<file path="src/common/itemMap_settings.svh">
// item map settings: slot count, field widths, grid span and generator constants
`ifndef ITEM_MAP_SETTINGS_SVH
`define ITEM_MAP_SETTINGS_SVH

// item storage
`define ITEM_SLOTS  30
`define INDEX_W     5

// per-kind quantity inputs
`define QTY_W       5

// item word position fields
`define LEFT_W      13
`define TOP_W       12

// grid geometry, pixels per cell and largest cell coordinate
`define CELL_PITCH  16
`define GRID_MAX    20

// move delta, sign bit on top of the magnitude
`define DELTA_W     11

// linear congruential generator
`define RAND_W      9
`define RAND_SEED   173
`define RAND_MUL    43
`define RAND_ADD    181

`endif

</file>
<file path="src/common/itemMapPkg.sv">
// item map package: item kinds and the two decodes of the 32-bit item word
`include "itemMap_settings.svh"

package itemMapPkg;

    // kind codes as stored in the item word
    typedef enum logic [1:0] {
        itemStone   = 2'd0,
        itemGold    = 2'd1,
        itemDiamond = 2'd2
    } itemKind_e;

    // field view, used for placement output and move updates
    typedef struct packed {
        // pixel column
        logic [`LEFT_W-1:0] left;
        // pixel row
        logic [`TOP_W-1:0]  top;
        // reserved, kept as written
        logic [2:0]         spare;
        itemKind_e          kind;
        logic               visible;
        logic               moved;
    } itemFields_t;

    // key view, left and top together as one compare key
    typedef struct packed {
        logic [`LEFT_W+`TOP_W-1:0] posKey;
        // spare, kind, visible and moved
        logic [6:0]                attr;
    } itemKey_t;

    // one stored item word, decoded either way
    typedef union packed {
        itemFields_t fields;
        itemKey_t    key;
    } itemWord_u;

endpackage

</file>
<file path="src/logic/randomSource.sv">
// random source: 9-bit linear congruential generator stepping on every clock
`timescale 1ns/1ps
`include "itemMap_settings.svh"

module randomSource (
    input  logic               clock,
    input  logic               generateEn,
    output logic [`RAND_W-1:0] randValue
);

    localparam int unsigned RandW = `RAND_W;

    logic [RandW-1:0] nextValue;

    // value * a + c, wrapped to the generator width
    assign nextValue = RandW'(`RAND_MUL * randValue + `RAND_ADD);

    // seed held in reset, free running after that
    always_ff @(posedge clock or negedge generateEn) begin
        if (!generateEn) begin
            randValue <= RandW'(`RAND_SEED);
        end else begin
            randValue <= nextValue;
        end
    end

endmodule

</file>
<file path="src/placement/placementControl.sv">
// placement controller: draws random cells, rejects collisions and saves typed items
`timescale 1ns/1ps
`include "itemMap_settings.svh"

module placementControl
    import itemMapPkg::*;
(
    input  logic                clock,
    input  logic                generateEn,
    input  logic [`QTY_W-1:0]   stoneCount,
    input  logic [`QTY_W-1:0]   goldCount,
    input  logic [`QTY_W-1:0]   diamondCount,
    input  logic [`RAND_W-1:0]  randValue,
    output logic [`INDEX_W-1:0] scanIndex,
    input  itemWord_u           scanItem,
    output logic                saveEn,
    output logic [`INDEX_W-1:0] saveIndex,
    output itemWord_u           saveItem,
    output logic [`INDEX_W-1:0] itemCount,
    output logic                ready
);

    localparam int unsigned IndexW  = `INDEX_W;
    localparam int unsigned QtySumW = `QTY_W + 2;
    localparam int unsigned LeftW   = `LEFT_W;
    localparam int unsigned TopW    = `TOP_W;
    // random value split, y in the low bits
    localparam int unsigned RowBits = 4;
    localparam int unsigned ColBits = `RAND_W - RowBits;

    typedef enum logic [2:0] {
        stIdleCheck,
        stDraw,
        stScan,
        stSave,
        stDone
    } placeState_e;

    placeState_e        state;
    logic [QtySumW-1:0] qtySum;
    logic [QtySumW-1:0] goldLimit;
    logic [QtySumW-1:0] countWide;
    logic [IndexW-1:0]  targetCount;
    logic [IndexW-1:0]  nextCount;
    logic [IndexW-1:0]  lastIndex;
    logic [ColBits-1:0] cellX;
    logic [RowBits-1:0] cellY;
    logic [ColBits-1:0] colCell;
    logic [RowBits-1:0] rowCell;
    itemWord_u          candWord;
    itemWord_u          candItem;
    itemKind_e          saveKind;
    logic               keyHit;

    // target is the quantity sum, capped at the slot count
    assign qtySum      = QtySumW'(stoneCount) + QtySumW'(goldCount) + QtySumW'(diamondCount);
    assign targetCount = (qtySum > QtySumW'(`ITEM_SLOTS)) ? IndexW'(`ITEM_SLOTS)
                                                           : IndexW'(qtySum);

    assign nextCount = itemCount + IndexW'(1);
    assign lastIndex = itemCount - IndexW'(1);

    // fold x and y back into the grid
    assign cellX   = randValue[`RAND_W-1:RowBits];
    assign cellY   = randValue[RowBits-1:0];
    assign colCell = (cellX >= `GRID_MAX) ? ColBits'(2 * `GRID_MAX - cellX)
                                          : ColBits'(`GRID_MAX - cellX);
    assign rowCell = (cellY >= `GRID_MAX / 2) ? RowBits'(`GRID_MAX - cellY)
                                              : RowBits'(`GRID_MAX / 2 - cellY);

    // candidate word, kind filled in at save
    always_comb begin
        candWord                = '0;
        candWord.fields.left    = LeftW'(colCell * `CELL_PITCH);
        candWord.fields.top     = TopW'(rowCell * `CELL_PITCH);
        candWord.fields.visible = 1'b1;
        candWord.fields.moved   = 1'b0;
    end

    // only the position key takes part in the compare
    assign keyHit = (scanItem.key.posKey == candItem.key.posKey);

    // quantity-ordered typing: stones first, then gold, then diamonds
    assign goldLimit = QtySumW'(stoneCount) + QtySumW'(goldCount);
    assign countWide = QtySumW'(itemCount);
    always_comb begin
        if (countWide < QtySumW'(stoneCount)) begin
            saveKind = itemStone;
        end else if (countWide < goldLimit) begin
            saveKind = itemGold;
        end else begin
            saveKind = itemDiamond;
        end
    end

    // sampled once per draw, held through the scan
    always_ff @(posedge clock) begin
        if (state == stDraw) begin
            candItem <= candWord;
        end
    end

    always_ff @(posedge clock or negedge generateEn) begin
        if (!generateEn) begin
            state     <= stIdleCheck;
            scanIndex <= '0;
            itemCount <= '0;
        end else begin
            case (state)
                // empty target skips straight to done
                stIdleCheck: begin
                    if (itemCount >= targetCount) begin
                        state <= stDone;
                    end else begin
                        state <= stDraw;
                    end
                end
                stDraw: begin
                    scanIndex <= '0;
                    // nothing stored yet, no scan needed
                    if (itemCount == '0) begin
                        state <= stSave;
                    end else begin
                        state <= stScan;
                    end
                end
                // one stored item per cycle
                stScan: begin
                    if (keyHit) begin
                        // collision, redraw
                        state <= stDraw;
                    end else if (scanIndex == lastIndex) begin
                        state <= stSave;
                    end else begin
                        scanIndex <= scanIndex + IndexW'(1);
                    end
                end
                stSave: begin
                    itemCount <= nextCount;
                    if (nextCount >= targetCount) begin
                        state <= stDone;
                    end else begin
                        state <= stDraw;
                    end
                end
                // held until the next reset
                stDone: begin
                    state <= stDone;
                end
                default: begin
                    state <= stIdleCheck;
                end
            endcase
        end
    end

    // single-cycle save strobe into the next free slot
    assign saveEn    = (state == stSave);
    assign saveIndex = itemCount;
    always_comb begin
        saveItem             = candItem;
        saveItem.fields.kind = saveKind;
    end

    assign ready = (state == stDone);

endmodule

</file>
<file path="src/logic/itemStore.sv">
// item store: item word array with placement save, move update and two read ports
`timescale 1ns/1ps
`include "itemMap_settings.svh"

module itemStore
    import itemMapPkg::*;
(
    input  logic                clock,
    input  logic                generateEn,
    input  logic                ready,
    input  logic [`INDEX_W-1:0] itemCount,
    input  logic                saveEn,
    input  logic [`INDEX_W-1:0] saveIndex,
    input  itemWord_u           saveItem,
    input  logic [`INDEX_W-1:0] scanIndex,
    output itemWord_u           scanItem,
    input  logic                moveEn,
    input  logic [`INDEX_W-1:0] moveIndex,
    input  logic [`DELTA_W-1:0] moveDx,
    input  logic [`DELTA_W-1:0] moveDy,
    input  logic                moveState,
    input  logic                visible,
    input  logic [`INDEX_W-1:0] readIndex,
    output itemWord_u           readItem
);

    localparam int unsigned IndexW = `INDEX_W;
    localparam int unsigned Slots  = `ITEM_SLOTS;
    localparam int unsigned LeftW  = `LEFT_W;
    localparam int unsigned TopW   = `TOP_W;
    // magnitude bits below the sign
    localparam int unsigned MagW   = `DELTA_W - 1;
    localparam logic [IndexW-1:0] SlotLimit = IndexW'(`ITEM_SLOTS);

    itemWord_u        items [Slots];
    logic             moveAccept;
    itemWord_u        moveOld;
    itemWord_u        moveNew;
    logic [LeftW-1:0] stepX;
    logic [TopW-1:0]  stepY;

    // moves only after placement and only onto placed items
    assign moveAccept = moveEn && ready && (moveIndex < itemCount);

    assign moveOld = (moveIndex < SlotLimit) ? items[moveIndex] : '0;

    // magnitudes widened to the field widths
    assign stepX = LeftW'(moveDx[MagW-1:0]);
    assign stepY = TopW'(moveDy[MagW-1:0]);

    // sign-magnitude add, wraps inside each field
    always_comb begin
        moveNew = moveOld;
        if (moveDx[MagW]) begin
            moveNew.fields.left = moveOld.fields.left - stepX;
        end else begin
            moveNew.fields.left = moveOld.fields.left + stepX;
        end
        if (moveDy[MagW]) begin
            moveNew.fields.top = moveOld.fields.top - stepY;
        end else begin
            moveNew.fields.top = moveOld.fields.top + stepY;
        end
        // kind and spare bits pass through
        moveNew.fields.moved   = moveState;
        moveNew.fields.visible = visible;
    end

    // saves and moves never overlap, ready splits them
    always_ff @(posedge clock or negedge generateEn) begin
        if (!generateEn) begin
            for (int i = 0; i < Slots; i++) begin
                items[i] <= '0;
            end
        end else if (saveEn) begin
            items[saveIndex] <= saveItem;
        end else if (moveAccept) begin
            items[moveIndex] <= moveNew;
        end
    end

    // scan port for the collision check
    assign scanItem = (scanIndex < SlotLimit) ? items[scanIndex] : '0;

    // external read, zero past the last slot
    assign readItem = (readIndex < SlotLimit) ? items[readIndex] : '0;

endmodule

</file>
<file path="src/logic/itemMap.sv">
// item map top: random source, placement controller and item store
`timescale 1ns/1ps
`include "itemMap_settings.svh"

module itemMap
    import itemMapPkg::*;
(
    input  logic                clock,
    input  logic                generateEn,
    input  logic [`QTY_W-1:0]   stoneCount,
    input  logic [`QTY_W-1:0]   goldCount,
    input  logic [`QTY_W-1:0]   diamondCount,
    input  logic                moveEn,
    input  logic [`INDEX_W-1:0] moveIndex,
    input  logic [`DELTA_W-1:0] moveDx,
    input  logic [`DELTA_W-1:0] moveDy,
    input  logic                moveState,
    input  logic                visible,
    input  logic [`INDEX_W-1:0] readIndex,
    output itemWord_u           readItem,
    output logic                ready,
    output logic [`INDEX_W-1:0] itemCount
);

    logic [`RAND_W-1:0]  randValue;
    logic [`INDEX_W-1:0] scanIndex;
    itemWord_u           scanItem;
    logic                saveEn;
    logic [`INDEX_W-1:0] saveIndex;
    itemWord_u           saveItem;

    // free-running draw source
    randomSource u_randomSource (
        .clock      (clock),
        .generateEn (generateEn),
        .randValue  (randValue)
    );

    // fills the map after reset, then raises ready
    placementControl u_placementControl (
        .clock        (clock),
        .generateEn   (generateEn),
        .stoneCount   (stoneCount),
        .goldCount    (goldCount),
        .diamondCount (diamondCount),
        .randValue    (randValue),
        .scanIndex    (scanIndex),
        .scanItem     (scanItem),
        .saveEn       (saveEn),
        .saveIndex    (saveIndex),
        .saveItem     (saveItem),
        .itemCount    (itemCount),
        .ready        (ready)
    );

    // item words, move gating lives here
    itemStore u_itemStore (
        .clock      (clock),
        .generateEn (generateEn),
        .ready      (ready),
        .itemCount  (itemCount),
        .saveEn     (saveEn),
        .saveIndex  (saveIndex),
        .saveItem   (saveItem),
        .scanIndex  (scanIndex),
        .scanItem   (scanItem),
        .moveEn     (moveEn),
        .moveIndex  (moveIndex),
        .moveDx     (moveDx),
        .moveDy     (moveDy),
        .moveState  (moveState),
        .visible    (visible),
        .readIndex  (readIndex),
        .readItem   (readItem)
    );

endmodule

</file>
<file path="config.mk">
export PLATFORM = sky130hd
export DESIGN_NAME = itemMap
export DESIGN_NICKNAME = d
export VERILOG_FILES = /design/src/common/itemMapPkg.sv /design/src/logic/randomSource.sv /design/src/placement/placementControl.sv /design/src/logic/itemStore.sv /design/src/logic/itemMap.sv
export VERILOG_INCLUDE_DIRS = /design/src /design/src/common
export SDC_FILE = /design/constraint.sdc
export NUM_CORES = 2
export LEC_CHECK = 0
export BUFFER_PORTS_ARGS = -buffer_cell sky130_fd_sc_hd__buf_4
export CORE_ASPECT_RATIO = 0.5
export CORE_MARGIN = 3
export CORE_UTILIZATION = 50
export CTS_BUF_LIST = sky130_fd_sc_hd__clkbuf_4 sky130_fd_sc_hd__clkbuf_8
export CTS_CLUSTER_SIZE = 28
export DETAILED_ROUTE_END_ITERATION = 6
export GPL_TIMING_DRIVEN = 0
export PLACE_DENSITY_LB_ADDON = 0.12
export REMOVE_ABC_BUFFERS = 1
export SLEW_MARGIN = 10
export SYNTH_ARGS = -nofsm -noshare
export SYNTH_HDL_FRONTEND = slang
export SYNTH_SLANG_ARGS = --single-unit
</file>
<file path="constraint.sdc">
create_clock -name clock -period 3.6 [get_ports clock]
set_clock_uncertainty 0.15 [all_clocks]
set_input_delay 0 -clock clock [delete_from_list [all_inputs] [get_ports clock]]
set_output_delay 0 -clock clock [all_outputs]
set_load 0.01 [all_outputs]
</file>
Word-level counts from Yosys, hierarchy flattened

Index checks and enable logic that the tools add are counted.

Reductions and logical operators: 9
Shift-type cells: 0
Magnitude comparators: 17
Equal/unequal tests: 9
Bitwise logic cells: 4
Add/sub/neg operators: 14
Div/mod/pow operators: 0
Multipliers: 1
Mux-type cells: 36

Operators with widths:

| kind                                                      | number |
|---|---|
| bitwise mux 960 bit                                       | 2 |
| two-way mux 960 bit                                       | 2 |
| binary-select mux 32 bit (select 5 bit)                   | 3 |
| two-way mux 32 bit                                        | 11 |
| demux 32 bit (select 5 bit)                               | 2 |
| equality test 25 x 21 -> 1 bit                            | 1 |
| greater-or-equal comparator 6 bit (second input constant) | 4 |
| inverter 5 -> 6 bit                                       | 4 |
| two-way mux 5 bit                                         | 4 |
| < comparator 5 bit (second input constant)                | 3 |
| one-hot mux 3 bit (5 select lines)                        | 1 |
| adder 13 x 10 -> 13 bit                                   | 1 |
| two-way mux 13 bit                                        | 1 |
| subtractor 13 x 10 -> 13 bit                              | 1 |
| adder 12 x 10 -> 12 bit                                   | 1 |
| < comparator 6 x 1 -> 1 bit (second input constant)       | 2 |
| two-way mux 12 bit                                        | 1 |
| two-way mux 3 bit                                         | 4 |
| subtractor 12 x 10 -> 12 bit                              | 1 |
| adder 5 x 1 -> 5 bit (second input constant)              | 2 |
| greater-or-equal comparator 5 bit                         | 2 |
| < comparator 5 bit                                        | 2 |
| one-hot mux 5 bit (2 select lines)                        | 1 |
| adder 9 x 8 -> 9 bit (second input constant)              | 1 |
| other kinds (26)                                          | 33 |

Register bits: 991
Memories: 0
Word-level logic and storage cells: 125
Output and inout port bits: 38
Bits in read-only memories: 0
Bits in latches: 0
Memory bits (writable): 0
Input bits: 52

Depth between registers and ports, before layout

Depth in word-level cells: 10
Mapped depth: 23
Depth with buffers taken out: 20

By module

A second synthesis with hierarchy kept.

Cells, all modules: 6850
Area total of the unflattened synthesis: 70530.1 µm²

Modules (own cells, without submodules):

| module           | sequential area each (µm²) | area each (µm²) | cells each | instances |
|---|---|---|---|---|
| itemStore        | 24023.0                    | 67131.9         | 6489       | 1 |
| placementControl | 595.6                      | 2468.6          | 277        | 1 |
| randomSource     | 231.5                      | 929.6           | 84         | 1 |

Least setup slack after synthesis

OpenSTA, ideal clock, no wires.

Kind: input to register
Start: input port moveIndex[0]
End: register u_itemStore.items[283] (netlist bit)
Data arrival time: 4.888 ns
Path buffers: 7
Setup slack: -1.564 ns
Setup time: 0.126 ns
Stages on the path: 20
Required time: 3.324 ns
Path through: buf_2 -> buf_2 -> buf_2 -> buf_2 -> buf_2 -> buf_1 -> mux4_2 -> a22oi_1 -> nand4_1 -> fa_1 -> a21o_1 -> a21oi_1 -> nand2b_1 -> a21boi_0 -> or3_1 -> a31oi_1 -> xor2_1 -> clkbuf_1 -> nor2_1 -> a221o_1

Longest elaborated chain between the ends: 10
Elaborated cells between the ends (all ways): 20
Classes of those cells: 2 x add/sub; 4 x order compare; 10 x mux; 1 x bitwise; 3 x reduce/logical

RTL lines:

| element                                                                 | RTL line                         | source |
|---|---|---|
| start: declaration                                                      | itemMap.sv:14                    | `` input logic [`INDEX_W-1:0] moveIndex, `` |
| inverter 5 -> 6 bit (not written as such)                               | itemStore.sv:45, itemStore.sv:78 |  |
| binary-select mux 32 bit (select 5 bit)                                 | itemStore.sv:45                  | `assign moveOld = (moveIndex < SlotLimit) ? items[moveIndex] : '0;` |
| two-way mux 32 bit (not written as such) (2 in series)                  | itemStore.sv:45                  |  |
| two-way mux 32 bit                                                      | itemStore.sv:45                  |  |
| adder 13 x 10 -> 13 bit or subtractor 13 x 10 -> 13 bit (tied branches) | itemStore.sv:57, itemStore.sv:55 |  |
| two-way mux 13 bit                                                      | itemStore.sv:54                  | `if (moveDx[MagW]) begin` |
| bitwise mux 960 bit                                                     | itemStore.sv:78                  | `items[moveIndex] <= moveNew;` |
| two-way mux 960 bit                                                     | itemStore.sv:77                  | `end else if (moveAccept) begin` |
| two-way mux 960 bit                                                     | itemStore.sv:75                  | `end else if (saveEn) begin` |
| end signal: indexed assignment                                          | itemStore.sv:76                  | `items[saveIndex] <= saveItem;` |
| end signal: indexed assignment                                          | itemStore.sv:78                  |  |
| end: declaration                                                        | itemStore.sv:35                  | `itemWord_u items [Slots];` |

Parallel ways exist; a longest one is shown, timed or not. The select of a mux whose other input is x is not followed.
A chain may end at the register's enable or synchronous reset.

Worst setup path in the final report

Start: register u_itemStore.items[85] (netlist bit)
End: register u_itemStore.items[283] (netlist bit)

Longest elaborated chain between the ends: 9
Elaborated cells between the ends (all ways): 10
Classes of those cells: 2 x add/sub; 8 x mux

RTL lines:

| element                                                                 | RTL line |
|---|---|
| binary-select mux 32 bit (select 5 bit) *                               | itemStore.sv:45 |
| two-way mux 32 bit (not written as such) * (2 in series)                | itemStore.sv:45 |
| two-way mux 32 bit *                                                    | itemStore.sv:45 |
| adder 13 x 10 -> 13 bit or subtractor 13 x 10 -> 13 bit (tied branches) | itemStore.sv:57, itemStore.sv:55 |
| two-way mux 13 bit *                                                    | itemStore.sv:54 |
| bitwise mux 960 bit *                                                   | itemStore.sv:78 |
| two-way mux 960 bit *                                                   | itemStore.sv:77 |
| two-way mux 960 bit *                                                   | itemStore.sv:75 |

Every way passes the cells marked *; elsewhere a longest branch is shown, timed or not. The select of a mux whose other input is x is not followed.

==> flow_summary_export.csv <==
group,metric,value,unit
setup_path,crit_path_max_incr_delay,0.52,ns
yosys,async_reset_ff_share,99.1,%
yosys,synth_adder_area_share,2.30,%
placed_design,port_buffers,89,
power_and_ir_drop,p_seq_share,34.8,%
setup_path,reg2reg_from,"u_itemStore.items[85]",
clocking,clk_pin_slew,0.07,ns
hold_path,holdCritStartpoint,"diamondCount[2]",
timing,rsz0062_at_grt,"true",
timing,fin_ws,-0.739,ns
yosys,syn-cell-area,59600,sq um
detailed_routing,first_pass_iters,7,
power_and_ir_drop,power,41400,uW
clocking,clockBufferDepth,3,
yosys,ys_seq_area_share,41.7,%
yosys,yosys.area_share.simple,12.8,%
power_and_ir_drop,intPower,25000,uW
floorplanning,dieArea,124000,sq um
setup_path,critPathLaunch,"u_itemStore.items[85]",
detailed_routing,drt-initial-drc-count,9773,
detailed_routing,via_per_inst,7.59,
setup_path,crit_fanout,5,
yosys,synth_top_family_by_area,"multiplexers",
timing,post-route-period-util,121,%
power_and_ir_drop,leakagePower,0.0294,uW
yosys,synth_cell_types,76,
power_and_ir_drop,power.share.switching,39.6,%
clocking,htree_levels,4,
global_route,grt_overflow,0,
floorplanning,core.rowCount,88,
floorplanning,core_area,117000,sq um
floorplanning,initial_core_util,51.1,%
power_and_ir_drop,ir_drop,0.000400,V
detailed_routing,drc,48,
timing,setup_viol,778,
global_route,grt_usage,43.8,%
job,drv_cap,1,
global_route,grt_first_pass_wirelength,390,mm
global_route,antenna_found_initial,19,
power_and_ir_drop,p_switching,16400,uW
placed_design,post-dp-hpwl,169,mm
setup_path,slowest_stage,"mux4_2",
floorplanning,die_h,250,um
outcome,violations,"design-rule violations, max-capacitance violations, negative setup slack",
setup_path,endpoint_kind,"flop",
yosys,ys.flop_type,"dfrtp_1",
yosys,muxShareOfSynthArea,22.2,%
placed_design,gp_congestion,0.990,
timing,period_needed,4.34,ns
hold_path,hold_path_class,"in -> reg",
power_and_ir_drop,power_per_cell_area,584,nW/um^2
floorplanning,fp.dieW,494,um
detailed_routing,ant_nets,0,
clocking,clk_latency,0.95,ns
floorplanning,pin_count,90,
detailed_routing,wirelength,275,mm
setup_path,crit_family,"compound AO/OA/AOI/OAI gates",
detailed_routing,routedWlPerCell,37.3,um
outcome,status,"finished with violations",
global_route,grt_pass1_vias,53000,
clocking,clock-sinks,991,
setup_path,path_buf_inv,1,
timing,slew_viol_final,0,
timing,fmax,0.230,GHz
yosys,ys_warn_count,0,
setup_path,crit_arrival,5.01,ns
clocking,cts_root_buffer,"clkbuf_8",
yosys,synthXorXnorAreaFrac,1.22,%
yosys,ys_ff_latch,991,
setup_path,path_cells,"mux4_2 -> a22oi_1 -> nand4_1 -> ha_1 -> a21o_1 -> a21oi_4 -> nand2b_4 -> a21boi_4 -> or3_4 -> a31oi_4 -> xor2_4 -> clkbuf_16 -> o21bai_1 -> a221o_1",
timing,hold_slack,0.0440,ns
power_and_ir_drop,p_comb_share,39.4,%
power_and_ir_drop,clock_power_share,25.8,%
timing,worst_pin_slew,1.49,ns
timing,slew_headroom,0.631,%
setup_path,required,4.27,ns
setup_path,rrSetupSlack,-0.74,ns
clocking,cts_buffers,153,
cells_and_area,layout-drive-gt1-share,26.3,%
setup_path,criticalPathCategory,"reg -> reg",
clocking,cts_tree,"built",
setup_path,startpoint_type,"flop",
detailed_routing,num_vias,56000,
timing,hold_violations,0,
yosys,synth_edf_count,9,
cells_and_area,final_nets,5828,
cells_and_area,area_growth,19.0,%
global_route,grt_max_degree,165,
yosys,synth-compound-area-share,15.5,%
yosys,syn_inst,5616,
yosys,avgSynthCellArea,10.6,sq um
## state kept, by name (all words and copies together) (netlist names)
| register | flops |
|---|---|
| u_placementControl.state | 3 |
| u_itemStore.items | 960 |
| u_placementControl.itemCount | 5 |
| u_placementControl.scanIndex | 5 |
| u_randomSource.randValue | 9 |
| u_placementControl.candItem | 9 |
## per-layer routing
layer | wire [um] | track usage, % | vias to the layer above
li1 | - | - | 21700
met1 | 93800 | 55.5 | 27800
met2 | 110000 | 58.5 | 5244
met3 | 49000 | 22.5 | 1322
met4 | 22100 | 28.0 | 28
met5 | 418 | 1.97 | -
## metrics by stage
stage	util (%)	area (sq um)	worst slack, ns	setup TNS (ns)	instances
2_1_floorplan	-	57400	-4.17	-967.92	5060
3_3_place_gp	51.5	60100	-10.89	-	6724
3_5_place_dp	54.4	63400	-3.65	-1884.31	6868
4_1_cts	60.3	70400	-0.713	-176.58	7331
5_1_grt	60.8	70900	-0.795	-317.90	7370
6_report	60.8	70900	-0.739	-284.74	7382
## cell type report
| cell class | instances | area [sq um] |
|---|---|---|
| fill | 9318 | 45800 |
| clock buffer | 246 | 3090 |
| multi-input combinational | 3993 | 34200 |
| tap | 1575 | 1970 |
| sequential | 991 | 24900 |
| antenna | 14 | 35.0 |
| inverter | 90 | 342 |
| clock inverter | 27 | 226 |
| timing repair buffer | 446 | 6260 |
## cells in the final DEF, fill, tap and decap left out, types with 53 or more instances in the layout
cell,n
nor4_1,53
nand3_1,562
a22oi_1,121
a221o_1,95
o21ai_1,86
o21ai_0,473
and2_1,99
nor3_1,64
ha_1,81
clkbuf_8,198
mux4_2,497
buf_12,82
dfrtp_1,967
nand2_1,186
nor2_1,396
mux2i_1,155
inv_1,82
a21oi_1,231
buf_4,178
o22ai_1,173
o21ai_2,72
buf_16,55
## worst register-to-register path: cells and delay by family, from the launching register on
kind	cells	cell delay [ns]
xor+xnor	1	0.23
mux	1	0.52
simple gates	3	0.78
buf+inv	1	0.20
compound gates	7	1.56
flops	1	0.41
fa+ha+maj	1	0.40
## power by group through the flow
stage | registers (uW) | logic [uW] | clock network, uW
final | 14400 | 16300 | 10700
after CTS | 14300 | 14800 | 10600
after global routing | 14500 | 16600 | 11100
after global placement | 15000 | 9850 | 0
after floorplan | 14200 | 6540 | 0
after detailed placement | 14600 | 12400 | 0
## cell usage after synthesis (33+ instances only)
cell type  number  share of area, %
nand3_1       593               5.0
a221o_1        95               1.6
nor2_1        428               2.7
o22ai_1       173               1.8
dfrtp_1       977                41
and2_1         99               1.0
ha_1           88               1.8
a22oi_1       139               1.8
a21oi_1       241               2.0
nand2_1       214               1.3
inv_1          85              0.54
o21ai_0       630               5.3
nand4_1        33              0.35
mux2i_1       156               2.6
o31ai_1        37              0.47
clkbuf_1      450               2.8
nor3_1         68              0.57
buf_1          63              0.40
nor4_1         56              0.59
mux4_2        496                19
xnor2_1        62              0.91
mux2_2         37              0.70
## cells by family after synthesis
family,count (synthesis)
AND/OR/NAND/NOR,1598
AO/OA/AOI/OAI,1504
flip-flops,991
multiplexers,692
buffers and inverters,646
adder cells (fa/ha/maj),102
XOR/XNOR,83
## worst paths after layout
kind                                                    end  cells after the start
worst min-delay path            u_placementControl.state[2]                      9
worst min register to register        u_itemStore.items[68]                      1
worst max-delay path                 u_itemStore.items[283]                     14
min in group asynchronous            u_itemStore.items[653]                      4
max in group asynchronous            u_itemStore.items[842]                      7
worst max register to register       u_itemStore.items[283]                     14
## what timing repair did
action / in CTS / in global routing
setup endpoints to repair: 892 / 850
cloned: 38 / 3
hold buffers: 55 / 0
pin swaps: 118 / 58
resized for setup: 408 / 92
endpoints found under the hold margin: 1235 / 0
buffers inserted: 97 / 43
Power figures use the tool's default switching activity.
